<file path="src/hw/lsu_pkg.sv">
// Shared LSU types; 32-bit byte address on a 64-bit data bus, queue depth must be a power of two
package lsu_pkg;

    //////////////////////////////
    // Widths and depths
    //////////////////////////////
    localparam int XLEN_W      = 64;
    localparam int ADDR_W      = 32;
    localparam int SEL_W       = XLEN_W / 8;             // One select per byte lane
    localparam int OFFS_W      = $clog2(SEL_W);          // Byte offset within a double word
    localparam int REG_IDX_W   = 5;
    localparam int QUEUE_DEPTH = 4;
    localparam int QPTR_W      = $clog2(QUEUE_DEPTH);
    localparam int QCNT_W      = $clog2(QUEUE_DEPTH + 1);

    // Access size, encoded as in funct3[1:0]
    typedef enum logic [1:0] {
        SIZE_B = 2'd0,
        SIZE_H = 2'd1,
        SIZE_W = 2'd2,
        SIZE_D = 2'd3
    } mem_size_e;

    //////////////////////////////
    // Operation and queue entry
    //////////////////////////////
    typedef struct packed {
        logic                 valid;
        logic                 is_store;
        mem_size_e            size;
        logic                 unsigned_ld;      // Zero-extend instead of sign-extend
        logic [REG_IDX_W-1:0] rd;
        logic [XLEN_W-1:0]    rs1_data;         // Base address
        logic [XLEN_W-1:0]    imm;              // Already sign-extended offset
        logic [XLEN_W-1:0]    rs2_data;         // Store data, right aligned
    } mem_op_t;

    typedef struct packed {
        logic                 valid;
        logic                 is_store;
        mem_size_e            size;
        logic                 unsigned_ld;
        logic [REG_IDX_W-1:0] rd;
        logic [ADDR_W-1:0]    addr;
        logic [SEL_W-1:0]     sel;
        logic [XLEN_W-1:0]    wdata;            // Placed on its byte lanes
        logic                 misaligned;
    } lsu_entry_t;

    //////////////////////////////
    // Completion and writeback
    //////////////////////////////
    typedef struct packed {
        logic                 valid;
        mem_size_e            size;
        logic                 unsigned_ld;
        logic [OFFS_W-1:0]    offset;
        logic [ADDR_W-1:0]    addr;
        logic [REG_IDX_W-1:0] rd;
        logic [XLEN_W-1:0]    rdata;            // Raw bus double word
        logic                 misaligned;
    } lsu_done_t;

    typedef struct packed {
        logic                 valid;
        logic [REG_IDX_W-1:0] rd;
        logic [XLEN_W-1:0]    data;
        logic [ADDR_W-1:0]    addr;
        logic                 misaligned;
    } lsu_result_t;

    //////////////////////////////
    // Wishbone classic
    //////////////////////////////
    typedef struct packed {
        logic              cyc;
        logic              stb;
        logic              we;
        logic [ADDR_W-1:0] adr;              // Double-word aligned byte address
        logic [SEL_W-1:0]  sel;
        logic [XLEN_W-1:0] dat;
    } wb_req_t;

    typedef struct packed {
        logic              ack;
        logic [XLEN_W-1:0] dat;
    } wb_rsp_t;

endpackage
</file>
<file path="src/hw/lsu_top.sv">
// LSU top; op_i is taken when op_i.valid and ready_o are high, results leave in acceptance order
`timescale 1ns/1ps

module lsu_top (
    input  logic                 clk_i,
    input  logic                 rstn_i,
    input  logic                 flush_i,
    input  lsu_pkg::mem_op_t     op_i,
    output logic                 ready_o,
    output lsu_pkg::wb_req_t     wb_o,
    input  lsu_pkg::wb_rsp_t     wb_i,
    output lsu_pkg::lsu_result_t result_o,
    output logic                 empty_o
);
    import lsu_pkg::*;

    lsu_entry_t entry;
    lsu_entry_t head;
    lsu_done_t  done;
    logic       pop;
    logic       queue_empty;

    //////////////////////////////
    // Decode and queue
    //////////////////////////////
    lsu_decode u_decode (
        .op_i    (op_i),
        .entry_o (entry)
    );

    lsu_queue u_queue (
        .clk_i   (clk_i),
        .rstn_i  (rstn_i),
        .flush_i (flush_i),
        .entry_i (entry),
        .ready_o (ready_o),
        .head_o  (head),
        .pop_i   (pop),
        .empty_o (queue_empty)
    );

    //////////////////////////////
    // Bus and writeback
    //////////////////////////////
    lsu_bus_master u_bus_master (
        .clk_i         (clk_i),
        .rstn_i        (rstn_i),
        .flush_i       (flush_i),
        .head_i        (head),
        .pop_o         (pop),
        .wb_o          (wb_o),
        .wb_i          (wb_i),
        .queue_empty_i (queue_empty),
        .done_o        (done),
        .empty_o       (empty_o)
    );

    lsu_load_align u_load_align (
        .clk_i    (clk_i),
        .rstn_i   (rstn_i),
        .done_i   (done),
        .result_o (result_o)
    );

endmodule

</file>
<file path="src/hw/lsu_load_align.sv">
// Writeback stage, one cycle of latency; fault results carry zero data and no back-pressure exists
`timescale 1ns/1ps

module lsu_load_align (
    input  logic                 clk_i,
    input  logic                 rstn_i,
    input  lsu_pkg::lsu_done_t   done_i,
    output lsu_pkg::lsu_result_t result_o
);
    import lsu_pkg::*;

    logic [7:0]        data_byte;
    logic [15:0]       data_half;
    logic [31:0]       data_word;
    logic [XLEN_W-1:0] data_ext;
    lsu_result_t       res_q;

    //////////////////////////////
    // Field select by offset
    //////////////////////////////
    assign data_byte = done_i.rdata[{done_i.offset, 3'b000} +: 8];
    assign data_half = done_i.rdata[{done_i.offset[OFFS_W-1:1], 4'b0000} +: 16];
    assign data_word = done_i.rdata[{done_i.offset[OFFS_W-1], 5'b00000} +: 32];

    // Sign or zero extension
    always_comb begin
        case (done_i.size)
            SIZE_B:  data_ext = {{(XLEN_W-8){~done_i.unsigned_ld & data_byte[7]}}, data_byte};
            SIZE_H:  data_ext = {{(XLEN_W-16){~done_i.unsigned_ld & data_half[15]}}, data_half};
            SIZE_W:  data_ext = {{(XLEN_W-32){~done_i.unsigned_ld & data_word[31]}}, data_word};
            default: data_ext = done_i.rdata;
        endcase
    end

    //////////////////////////////
    // Result register
    //////////////////////////////
    always_ff @(posedge clk_i, negedge rstn_i) begin
        if (~rstn_i) begin
            res_q <= '0;
        end else begin
            res_q.valid <= done_i.valid;                // Single-cycle pulse per completion
            if (done_i.valid) begin
                res_q.rd         <= done_i.rd;
                res_q.addr       <= done_i.addr;
                res_q.misaligned <= done_i.misaligned;
                res_q.data       <= done_i.misaligned ? '0 : data_ext;
            end
        end
    end

    assign result_o = res_q;

endmodule

</file>
<file path="src/hw/lsu_bus_master.sv">
// One Wishbone classic cycle per entry, no pipelining; a cycle cut by flush runs to ack silently
`timescale 1ns/1ps

module lsu_bus_master (
    input  logic                clk_i,
    input  logic                rstn_i,
    input  logic                flush_i,
    input  lsu_pkg::lsu_entry_t head_i,
    output logic                pop_o,
    output lsu_pkg::wb_req_t    wb_o,
    input  lsu_pkg::wb_rsp_t    wb_i,
    input  logic                queue_empty_i,
    output lsu_pkg::lsu_done_t  done_o,
    output logic                empty_o
);
    import lsu_pkg::*;

    typedef enum logic {
        IDLE = 1'b0,
        BUS  = 1'b1
    } state_e;

    state_e     state_q;
    lsu_entry_t cur_q;          // Entry currently on the bus
    logic       flushed_q;      // Flush seen while the cycle was open
    logic       start;
    logic       fault;
    logic       ack_load;
    logic       done_set;
    lsu_done_t  done_d;
    lsu_done_t  done_q;

    //////////////////////////////
    // Head handling
    //////////////////////////////
    always_comb begin
        pop_o = 1'b0;
        start = 1'b0;
        fault = 1'b0;
        if (state_q == IDLE && head_i.valid && ~flush_i) begin
            pop_o = 1'b1;
            fault = head_i.misaligned;               // Exception bypass, never reaches the bus
            start = ~head_i.misaligned;
        end
    end

    // Loads report at ack unless a flush hit this cycle
    assign ack_load = (state_q == BUS) & wb_i.ack & ~cur_q.is_store & ~flushed_q & ~flush_i;
    assign done_set = fault | ack_load;

    always_comb begin
        if (fault) begin
            done_d.size        = head_i.size;
            done_d.unsigned_ld = head_i.unsigned_ld;
            done_d.addr        = head_i.addr;
            done_d.rd          = head_i.rd;
            done_d.rdata       = '0;
        end else begin
            done_d.size        = cur_q.size;
            done_d.unsigned_ld = cur_q.unsigned_ld;
            done_d.addr        = cur_q.addr;
            done_d.rd          = cur_q.rd;
            done_d.rdata       = wb_i.dat;
        end
        done_d.valid      = 1'b1;
        done_d.offset     = done_d.addr[OFFS_W-1:0];
        done_d.misaligned = fault;
    end

    //////////////////////////////
    // Control state
    //////////////////////////////
    always_ff @(posedge clk_i, negedge rstn_i) begin
        if (~rstn_i) begin
            state_q   <= IDLE;
            flushed_q <= 1'b0;
            done_q    <= '0;
        end else begin
            if (done_set) begin
                done_q <= done_d;
            end else begin
                done_q.valid <= 1'b0;                   // Payload held, pulse ends
            end
            case (state_q)
                IDLE: begin
                    if (start) begin
                        state_q   <= BUS;
                        flushed_q <= 1'b0;
                    end
                end
                default: begin
                    if (flush_i) begin
                        flushed_q <= 1'b1;
                    end
                    if (wb_i.ack) begin
                        state_q <= IDLE;                // cyc and stb drop next cycle
                    end
                end
            endcase
        end
    end

    // Payload capture
    always_ff @(posedge clk_i) begin
        if (start) begin
            cur_q <= head_i;
        end
    end

    // Bus signals stay constant for the whole BUS state
    always_comb begin
        wb_o.cyc = (state_q == BUS);
        wb_o.stb = (state_q == BUS);
        wb_o.we  = cur_q.is_store;
        wb_o.adr = {cur_q.addr[ADDR_W-1:OFFS_W], {OFFS_W{1'b0}}};
        wb_o.sel = cur_q.sel;
        wb_o.dat = cur_q.wdata;
    end

    assign done_o  = done_q;

    assign empty_o = (state_q == IDLE) & queue_empty_i;

endmodule

</file>
<file path="src/hw/lsu_queue.sv">
// In-order entry FIFO; pointers wrap naturally, so QUEUE_DEPTH must stay a power of two
`timescale 1ns/1ps

module lsu_queue (
    input  logic                clk_i,
    input  logic                rstn_i,
    input  logic                flush_i,
    input  lsu_pkg::lsu_entry_t entry_i,
    output logic                ready_o,
    output lsu_pkg::lsu_entry_t head_o,
    input  logic                pop_i,
    output logic                empty_o
);
    import lsu_pkg::*;

    lsu_entry_t        mem_q [QUEUE_DEPTH];
    logic [QPTR_W-1:0] wr_ptr_q;
    logic [QPTR_W-1:0] rd_ptr_q;
    logic [QCNT_W-1:0] count_q;
    logic              full;
    logic              push;
    logic              pop;

    assign full    = (count_q == QCNT_W'(QUEUE_DEPTH));
    assign empty_o = (count_q == '0);
    assign ready_o = ~full;

    assign push = entry_i.valid & ~full;
    assign pop  = pop_i & ~empty_o;

    //////////////////////////////
    // Pointers and occupancy
    //////////////////////////////
    always_ff @(posedge clk_i, negedge rstn_i) begin
        if (~rstn_i) begin
            wr_ptr_q <= '0;
            rd_ptr_q <= '0;
            count_q  <= '0;
        end else if (flush_i) begin                 // Drop everything pending
            wr_ptr_q <= '0;
            rd_ptr_q <= '0;
            count_q  <= '0;
        end else begin
            if (push) begin
                wr_ptr_q <= wr_ptr_q + 1'b1;
            end
            if (pop) begin
                rd_ptr_q <= rd_ptr_q + 1'b1;
            end
            case ({push, pop})
                2'b10:   count_q <= count_q + 1'b1;
                2'b01:   count_q <= count_q - 1'b1;
                default: count_q <= count_q;        // Idle or push and pop together
            endcase
        end
    end

    // Storage
    always_ff @(posedge clk_i) begin
        if (push) begin
            mem_q[wr_ptr_q] <= entry_i;
        end
    end

    // Head is valid whenever something is stored
    always_comb begin
        head_o       = mem_q[rd_ptr_q];
        head_o.valid = ~empty_o;
    end

endmodule

</file>
<file path="src/hw/lsu_decode.sv">
// Purely combinational; address wraps to ADDR_W bits and lanes outside sel carry zero store data
`timescale 1ns/1ps

module lsu_decode (
    input  lsu_pkg::mem_op_t    op_i,
    output lsu_pkg::lsu_entry_t entry_o
);
    import lsu_pkg::*;

    logic [XLEN_W-1:0] eff_addr;
    logic [OFFS_W-1:0] offset;
    logic [SEL_W-1:0]  sel;
    logic [XLEN_W-1:0] shifted;
    logic [XLEN_W-1:0] lane_data;
    logic              misaligned;

    assign eff_addr = op_i.rs1_data + op_i.imm;
    assign offset   = eff_addr[OFFS_W-1:0];

    // Alignment check and lane mask per access size
    always_comb begin
        case (op_i.size)
            SIZE_B: begin
                misaligned = 1'b0;
                sel        = SEL_W'(8'h01) << offset;
            end
            SIZE_H: begin
                misaligned = offset[0];
                sel        = SEL_W'(8'h03) << offset;
            end
            SIZE_W: begin
                misaligned = |offset[1:0];
                sel        = SEL_W'(8'h0f) << offset;
            end
            default: begin                              // Double word
                misaligned = |offset;
                sel        = '1;
            end
        endcase
    end

    assign shifted = op_i.rs2_data << {offset, 3'b000};

    // Clear the unused lanes so upper rs2 bits never reach the bus
    always_comb begin
        for (int i = 0; i < SEL_W; i++) begin
            lane_data[8*i +: 8] = sel[i] ? shifted[8*i +: 8] : 8'h00;
        end
    end

    always_comb begin
        entry_o.valid       = op_i.valid;
        entry_o.is_store    = op_i.is_store;
        entry_o.size        = op_i.size;
        entry_o.unsigned_ld = op_i.unsigned_ld;
        entry_o.rd          = op_i.rd;
        entry_o.addr        = eff_addr[ADDR_W-1:0];
        entry_o.sel         = sel;
        entry_o.wdata       = lane_data;
        entry_o.misaligned  = misaligned;
    end

endmodule

</file>
<file path="config.mk">
export PLATFORM = sky130hd
export DESIGN_NAME = lsu_top
export DESIGN_NICKNAME = d
export VERILOG_FILES = /design/src/hw/lsu_pkg.sv /design/src/hw/lsu_top.sv /design/src/hw/lsu_load_align.sv /design/src/hw/lsu_bus_master.sv /design/src/hw/lsu_queue.sv /design/src/hw/lsu_decode.sv
export SDC_FILE = /design/constraint.sdc
export NUM_CORES = 1
export LEC_CHECK = 0
export BUFFER_PORTS_ARGS = -buffer_cell sky130_fd_sc_hd__buf_2
export CAP_MARGIN = 40
export CORE_ASPECT_RATIO = 0.8
export CORE_MARGIN = 3
export CORE_UTILIZATION = 43
export DETAILED_ROUTE_END_ITERATION = 10
export SYNTH_ARGS = -nofsm -noshare
export SYNTH_HDL_FRONTEND = slang
export SYNTH_SLANG_ARGS = --single-unit
</file>
<file path="constraint.sdc">
create_clock -name clk_i -period 4.9 [get_ports clk_i]
set_input_delay 0.735 -clock clk_i [delete_from_list [all_inputs] [get_ports clk_i]]
set_output_delay 0.735 -clock clk_i [all_outputs]
set_load 0.01 [all_outputs]
</file>
# After elaboration in Yosys (flattened, before gate mapping)
# Memory sizes are Yosys's and may differ from the RTL's.
# Index checks and enable logic that the tools add are counted.
[totals]
reg_bits = 334
elab_cells = 109
input_bits = 270
output_inout_bits = 212
mem_bits_rw = 460
mem_count = 1
[mem_list]
columns = ["name", "depth", "word_bits", "rd", "rd_ports_with_merged_regs", "write_ports", "line_no", "source"]
rows = [
  ["u_queue.mem_q", 4, 115, 1, 0, 1, "lsu_queue.sv:16", "lsu_entry_t mem_q [QUEUE_DEPTH];"],
]
[classes]
eq_ne = 8
n_shift = 7
n_mux = 32
bitwise_logic = 19
reduce_logical = 12
add_sub_neg = 5
[ops]
columns = ["operator", "count"]
rows = [
  ["64-bit case mux with 3 select lines", 1],
  ["101-bit 2-to-1 mux", 1],
  ["64-bit 2-to-1 mux", 1],
  ["8-bit 2-to-1 mux", 8],
  ["64-bit by 7-bit indexed part select with 16-bit output", 1],
  ["64-bit by 7-bit indexed part select with 32-bit output", 1],
  ["64-bit by 7-bit indexed part select with 8-bit output", 1],
  ["64-bit by 6-bit left shift with 64-bit output", 1],
  ["32-bit adder", 1],
  ["8-bit case mux with 3 select lines", 1],
  ["1-bit 2-to-1 mux", 12],
  ["1-bit AND", 10],
  ["2-bit 2-to-1 mux", 4],
  ["1-bit NOT", 8],
  ["1-bit by 3-bit left shift with 8-bit output, first input constant", 1],
  ["2-bit by 3-bit left shift with 8-bit output, first input constant", 1],
  ["4-bit by 3-bit left shift with 8-bit output, first input constant", 1],
  ["2-bit by 1-bit equality test with 1-bit output, second input constant", 3],
  ["2-bit equality test, second input constant", 3],
  ["3-bit 2-to-1 mux", 2],
  ["3-bit case mux with 2 select lines", 1],
  ["2-bit nonzero test", 3],
  ["2-bit by 1-bit adder with 2-bit output, second input constant", 2],
  ["2-bit logical NOT", 2],
  ["other kinds (12)", 13],
]

# Longest topological paths before layout
[depth]
word_depth = 9
ltp_mapped = 10
mapped_depth_nobuf = 10

# Modules after synthesis
# From an unflattened synthesis, not the netlist that was laid out.
[unflattened]
hier_cells = 2412
area_unflattened_um2 = 35285.1
[modules_own_cells]
columns = ["mod", "seq_area_each_um2", "area_each_um2", "n_inst", "cells_per_inst"]
rows = [
  ["lsu_queue", 13868.3, 16988.8, 1, 662],
  ["lsu_bus_master", 6095.8, 8994.9, 1, 712],
  ["lsu_load_align", 2577.5, 5589.1, 1, 523],
  ["lsu_decode", 0.0, 3712.3, 1, 515],
]

# Worst setup path after synthesis
# No wires, ideal clock.
[synth_timing]
path_type = "in2reg"
startpoint = "input port flush_i"
endpoint = "register u_bus_master.cur_q[105] in the netlist's numbering, enable pin"
n_path_buf = 1
required_time_ns = 4.434
setup_slack_ns = 0.908
arrival_ns = 3.526
setup_time_ns = 0.466
cell_stages = 3
path_cell_list = "clkbuf_1 -> or3_1 -> inv_1"
[synth_via]
elab_chain_cells = 3
[synth_rtl]
columns = ["item", "line_no", "source"]
rows = [
  ["start: declaration", "lsu_top.sv:7", "input logic flush_i,"],
  ["1-bit NOT", "lsu_bus_master.sv:40", "if (state_q == IDLE && head_i.valid && ~flush_i) begin"],
  ["1-bit logical AND", "lsu_bus_master.sv:40", ""],
  ["1-bit 2-to-1 mux", "lsu_bus_master.sv:40", ""],
  ["named net u_bus_master.start", "lsu_bus_master.sv:26", "logic start;"],
  ["end signal: assignment", "lsu_bus_master.sv:106", "cur_q <= head_i;"],
  ["end: declaration", "lsu_bus_master.sv:24", "lsu_entry_t cur_q;"],
]
# The timed path passes the listed nets, and every way through them passes these cells.
# A chain may end at the register's enable or synchronous reset.

==> results.md <==
Status:
- The run finished with clean final reports.

Floorplan:
- The initial utilization of the core area, before any placement, comes to 43.7%.
- The overall die height is 260 um.
- In this run the count of I/O pins placed on the die edge is 482.
- The die outline area is 84200 sq um.
- The chip width is 324 um.
- Row generation in the floorplan step produced 92 rows.
- The core region area is 79400 sq um.

Power and ir drop:
- Per report_power, the sequential group accounts for 45.3% of the total.
- Cell internal power was estimated by the tool at 0.0150 W.
- IR analysis of the VDD net gives a maximum drop of 0.000254 V.
- The share of power burned in combinational logic is 27.2%.
- Summed over all nets, the switching power comes to 0.00702 W.
- Net switching is 31.9% of the power.
- The power share of the clock group is 27.5%.
- The total power density per cell area is 552 nW/um^2.
- The total leakage power is 15.5 nW.

Setup path:
- The maximum single-stage delay on the critical path is 0.61 ns.
- The kind of launch point of the worst setup path is an input port.
- The critical path goes through buf_2, ha_4, fa_4, xnor2_2, buf_4, nand3_1, o21ai_0, a211oi_2, buf_4, a211oi_1.
- At the worst endpoint, the required time is 5.21 ns.
- The end of the worst register-to-register path is u_bus_master.wb_o[56]$_DFFE_PP_.
- The worst endpoint data arrival time is 3.58 ns.
- The worst register-to-register path has a depth of 4.
- The cell that appears most often on the critical path is buf_4.
- The worst setup path is captured at a flop.
- The maximum net fanout on the critical path is 58.
- The highest-delay cell along the critical path is buf_4.
- In this run the worst setup path terminates at u_queue.mem_q[0][52]$_DFFE_PP_.
- The critical path is of the in -> reg type.
- The launching element of the worst setup path is op_i[64].
- Setup slack on the worst reg-to-reg path comes out at 1.88 ns.
- The worst register-to-register path begins at u_queue.rd_ptr_q[1]$_DFFE_PN0P_.

Timing:
- Setup violations remaining at the end of the flow were counted as 0.
- The number of hold-slack violations in the final timing report came to 0.
- The share of the clock period used by the worst path is 66.7%.
- At the pin with the least slew margin, the transition time is 0.985 ns.
- The highest clock rate is 306 MHz.
- Setup repair after global routing left no endpoint under its margin.
- The worst pin sits at a relative slew slack of 34.4%.
- The clock skew after layout is 0.0243 ns.
- The max-slew violation count came to 0.
- The routed design could run at a clock period as short as 3.27 ns.
- Setup total negative slack on the finished layout was measured at 0 ns.

Yosys:
- Synthesis produced a netlist whose cell count is 2426.
- The average cell area after synthesis is 14.3 sq um.
- The library cell with the largest summed area after synthesis is edfxtp_1.
- The Yosys step of the flow raised 0 warnings.
- Counting flops with a built-in enable in the synthesized netlist gives 569.
- The primary flip-flop cell chosen by synthesis mapping is edfxtp_1.
- Of all flip-flops after synthesis, the portion carrying an async set or reset was 27.7%.
- Of the post-synthesis cell area, the dominant cell type holds 49.2%.
- The count of unique library cells instantiated by Yosys is 69.
- The commonest cells after synthesis are edfxtp_1, nand2_1, dfrtp_1.
- edfxtp_1 is the most common cell in the netlist.
- The sequential area share after synthesis is 64.9%.
- By area the synthesized netlist is led by edfxtp_1, dfrtp_1, mux4_2, mux2_2, nand2_1.
- The synthesis-stage register bit count is 787.
- The mapped netlist covers 34700 sq um.

Clocking:
- The clock slew seen by the registers of the worst setup and hold paths is 0.06 ns.
- The source-to-sink clock delay at the later pin of the worst-skew pair is 0.62 ns.
- The number of sinks driven by the clock tree is 787.
- The count of hold buffers inserted by post-cts repair is 0.
- The number of buffers between clock root and the deepest sink is 3.
- TritonCTS built the clock tree.
- The number of gates resized after cts is 0.
- The clock root buffer is clkbuf_16.
- CTS built an H-tree with a depth of 3.
- The number of buffers inserted during clock tree synthesis is 80.
- The number of setup buffers added after CTS is 0.

Detailed routing:
- The total number of vias is 21300.
- The count of antenna-violating nets left after detailed routing is 0.
- The total routed wire length on the met1 layer is 39.6 mm.
- The sum of routed wire length over all layers is 89.9 mm.
- Before antenna repair, the detailed router went through 6 iterations.
- Using the TritonRoute via totals, the vias-per-cell ratio works out to 5.57.
- The routed design uses 5.66 mm of met3 wire.
- The highest metal layer with signal wires is met5.
- The initial DRC count is 1734.
- The average wire per standard cell is 23.6 um.
- The routed design uses 41.8 mm of met2 wire.
- The DRC violation count after routing is 0.

Placement:
- After legalization and detailed placement, the total HPWL measured 60.7 mm.
- Routability-driven placement finished with a final weighted congestion of 0.917.
- The count of input and output buffers is 414.

Final layout:
- The number of fill cells in the layout is 6790.
- At the end of the flow, the number of nets in the layout was 3022.
- Registers take 22600 sq um.
- Cells with a size suffix above 1 make up 30.3% of the layout.
- The multi-input combinational cell area is 10500 sq um.
- Once layout is complete, the utilization of the core stands at 50.2%.
- Relative to the synthesized area, the layout overhead comes to 14.8%.

Global route:
- The total routing resource utilization after global routing is 21.2%.
- The number of global-route vias before repair is 21500.
- The initial antenna violation count is 8.
- Entering global routing, the biggest net connects 111 pins.
- For this run the aggregate overflow at the end of global routing stands at 0.
- The first global-routing pass estimated 135 mm of wire.

Worst hold path:
- The path type of the worst min-delay path is in -> async.

Job:
- The max-capacitance violation count is 0.
layer usage:
metal  vias up  GRT usage [%]
met5         -              0
met4         4           7.42
met3       148           3.93
met2       692           32.6
met1     10900           30.3
li1       9552              -
power by group through the flow:
stage	Clock (W)	Sequential (W)	Combinational [W]
floorplan	0	0.00981	0.00421
global placement	0	0.0101	0.00583
detailed placement	0	0.0101	0.00607
CTS	0.00619	0.00997	0.00609
global route	0.00647	0.0101	0.00657
finish	0.00604	0.00996	0.00599
registers in the layout, indices dropped and copies added (netlist names):
| name | flops |
|---|---|
| u_bus_master.cur_q | 11 |
| u_bus_master.flushed_q | 1 |
| u_bus_master.state_q | 1 |
| u_queue.wr_ptr_q | 2 |
| u_queue.rd_ptr_q | 2 |
| u_bus_master.done_o | 106 |
| u_queue.count_q | 3 |
| u_bus_master.wb_o | 102 |
| u_load_align.result_o | 103 |
| u_queue.mem_q | 456 |
layout make-up:
cell class	count	share of cell area, %
antenna	5	0.0314
timing repair buffer	456	6.52
inverter	76	0.722
tap	1034	3.25
clock buffer	114	5.75
clock inverter	32	0.813
multi-input combinational	1311	26.3
sequential	787	56.6
cell usage in the layout (no fill, tap or decap), types with 19 or more instances in the layout:
master     count
a211oi_1      24
a21o_1        20
a21oi_1      148
a22oi_1       34
buf_2        413
buf_4         29
clkbuf_1      21
clkbuf_16     83
dfrtp_1      214
edfxtp_1     569
ha_1          37
inv_1         75
mux2_2        93
mux2i_1       42
mux4_2       136
nand2_1      261
nand2b_1      19
nand3_1       28
nor2_1       176
nor3_1        20
o211ai_1      27
o21ai_0       58
o22ai_1       39
xnor2_1       21
critical path: cells and delay by family:
| kind | cells | cell delay, ns |
|---|---|---|
| compound gates | 3 | 0.83 |
| xor+xnor | 1 | 0.31 |
| fa+ha+maj | 2 | 0.61 |
| buf+inv | 3 | 0.93 |
| simple gates | 1 | 0.13 |
metrics by stage:
stage	area [sq um]	worst slack (ns)	hold slack [ns]	power, W	std cells
floorplan	34700	0.908	0.370	0.0140	2428
global placement	37100	1.10	0.450	0.0159	3657
detailed placement	37200	1.03	0.451	0.0162	3664
CTS	39800	1.64	0.163	0.0223	3810
global route	39900	1.42	0.206	0.0231	3813
finish	39900	1.63	0.135	0.0220	3815
cell families (layout without fill, tap and decap cells):
| logic type | Yosys count | after routing | share of synthesized area (%) |
|---|---|---|---|
| buffers and inverters | 330 | 678 | 5.05 |
| AO/OA/AOI/OAI | 403 | 403 | 7.30 |
| adder cells (fa/ha/maj) | 40 | 40 | 1.49 |
| multiplexers | 280 | 280 | 13.7 |
| XOR/XNOR | 33 | 33 | 0.833 |
| flip-flops | 787 | 787 | 64.9 |
| other | 1 | 8 | 0.0108 |
| AND/OR/NAND/NOR | 552 | 552 | 6.64 |
worst min-delay path by stage:
stage                                            start                                    end  slack, ns  cells after the start
floorplan           u_bus_master.done_o[108]$_DFF_PN0_   u_load_align.result_o[102]$_DFF_PN0_       0.37                      0
CTS                                             rstn_i    u_bus_master.done_o[34]$_DFFE_PN0P_       0.16                      1
global route                                    rstn_i  u_load_align.result_o[66]$_DFFE_PN0P_       0.21                      1
finish                                          rstn_i  u_load_align.result_o[66]$_DFFE_PN0P_       0.14                      1
global placement     u_bus_master.cur_q[110]$_DFFE_PP_   u_bus_master.done_o[105]$_DFFE_PN0P_       0.45                      2
detailed placement   u_bus_master.cur_q[112]$_DFFE_PP_   u_bus_master.done_o[107]$_DFFE_PN0P_       0.45                      2
Note: power is estimated with default switching activity, not from simulation.
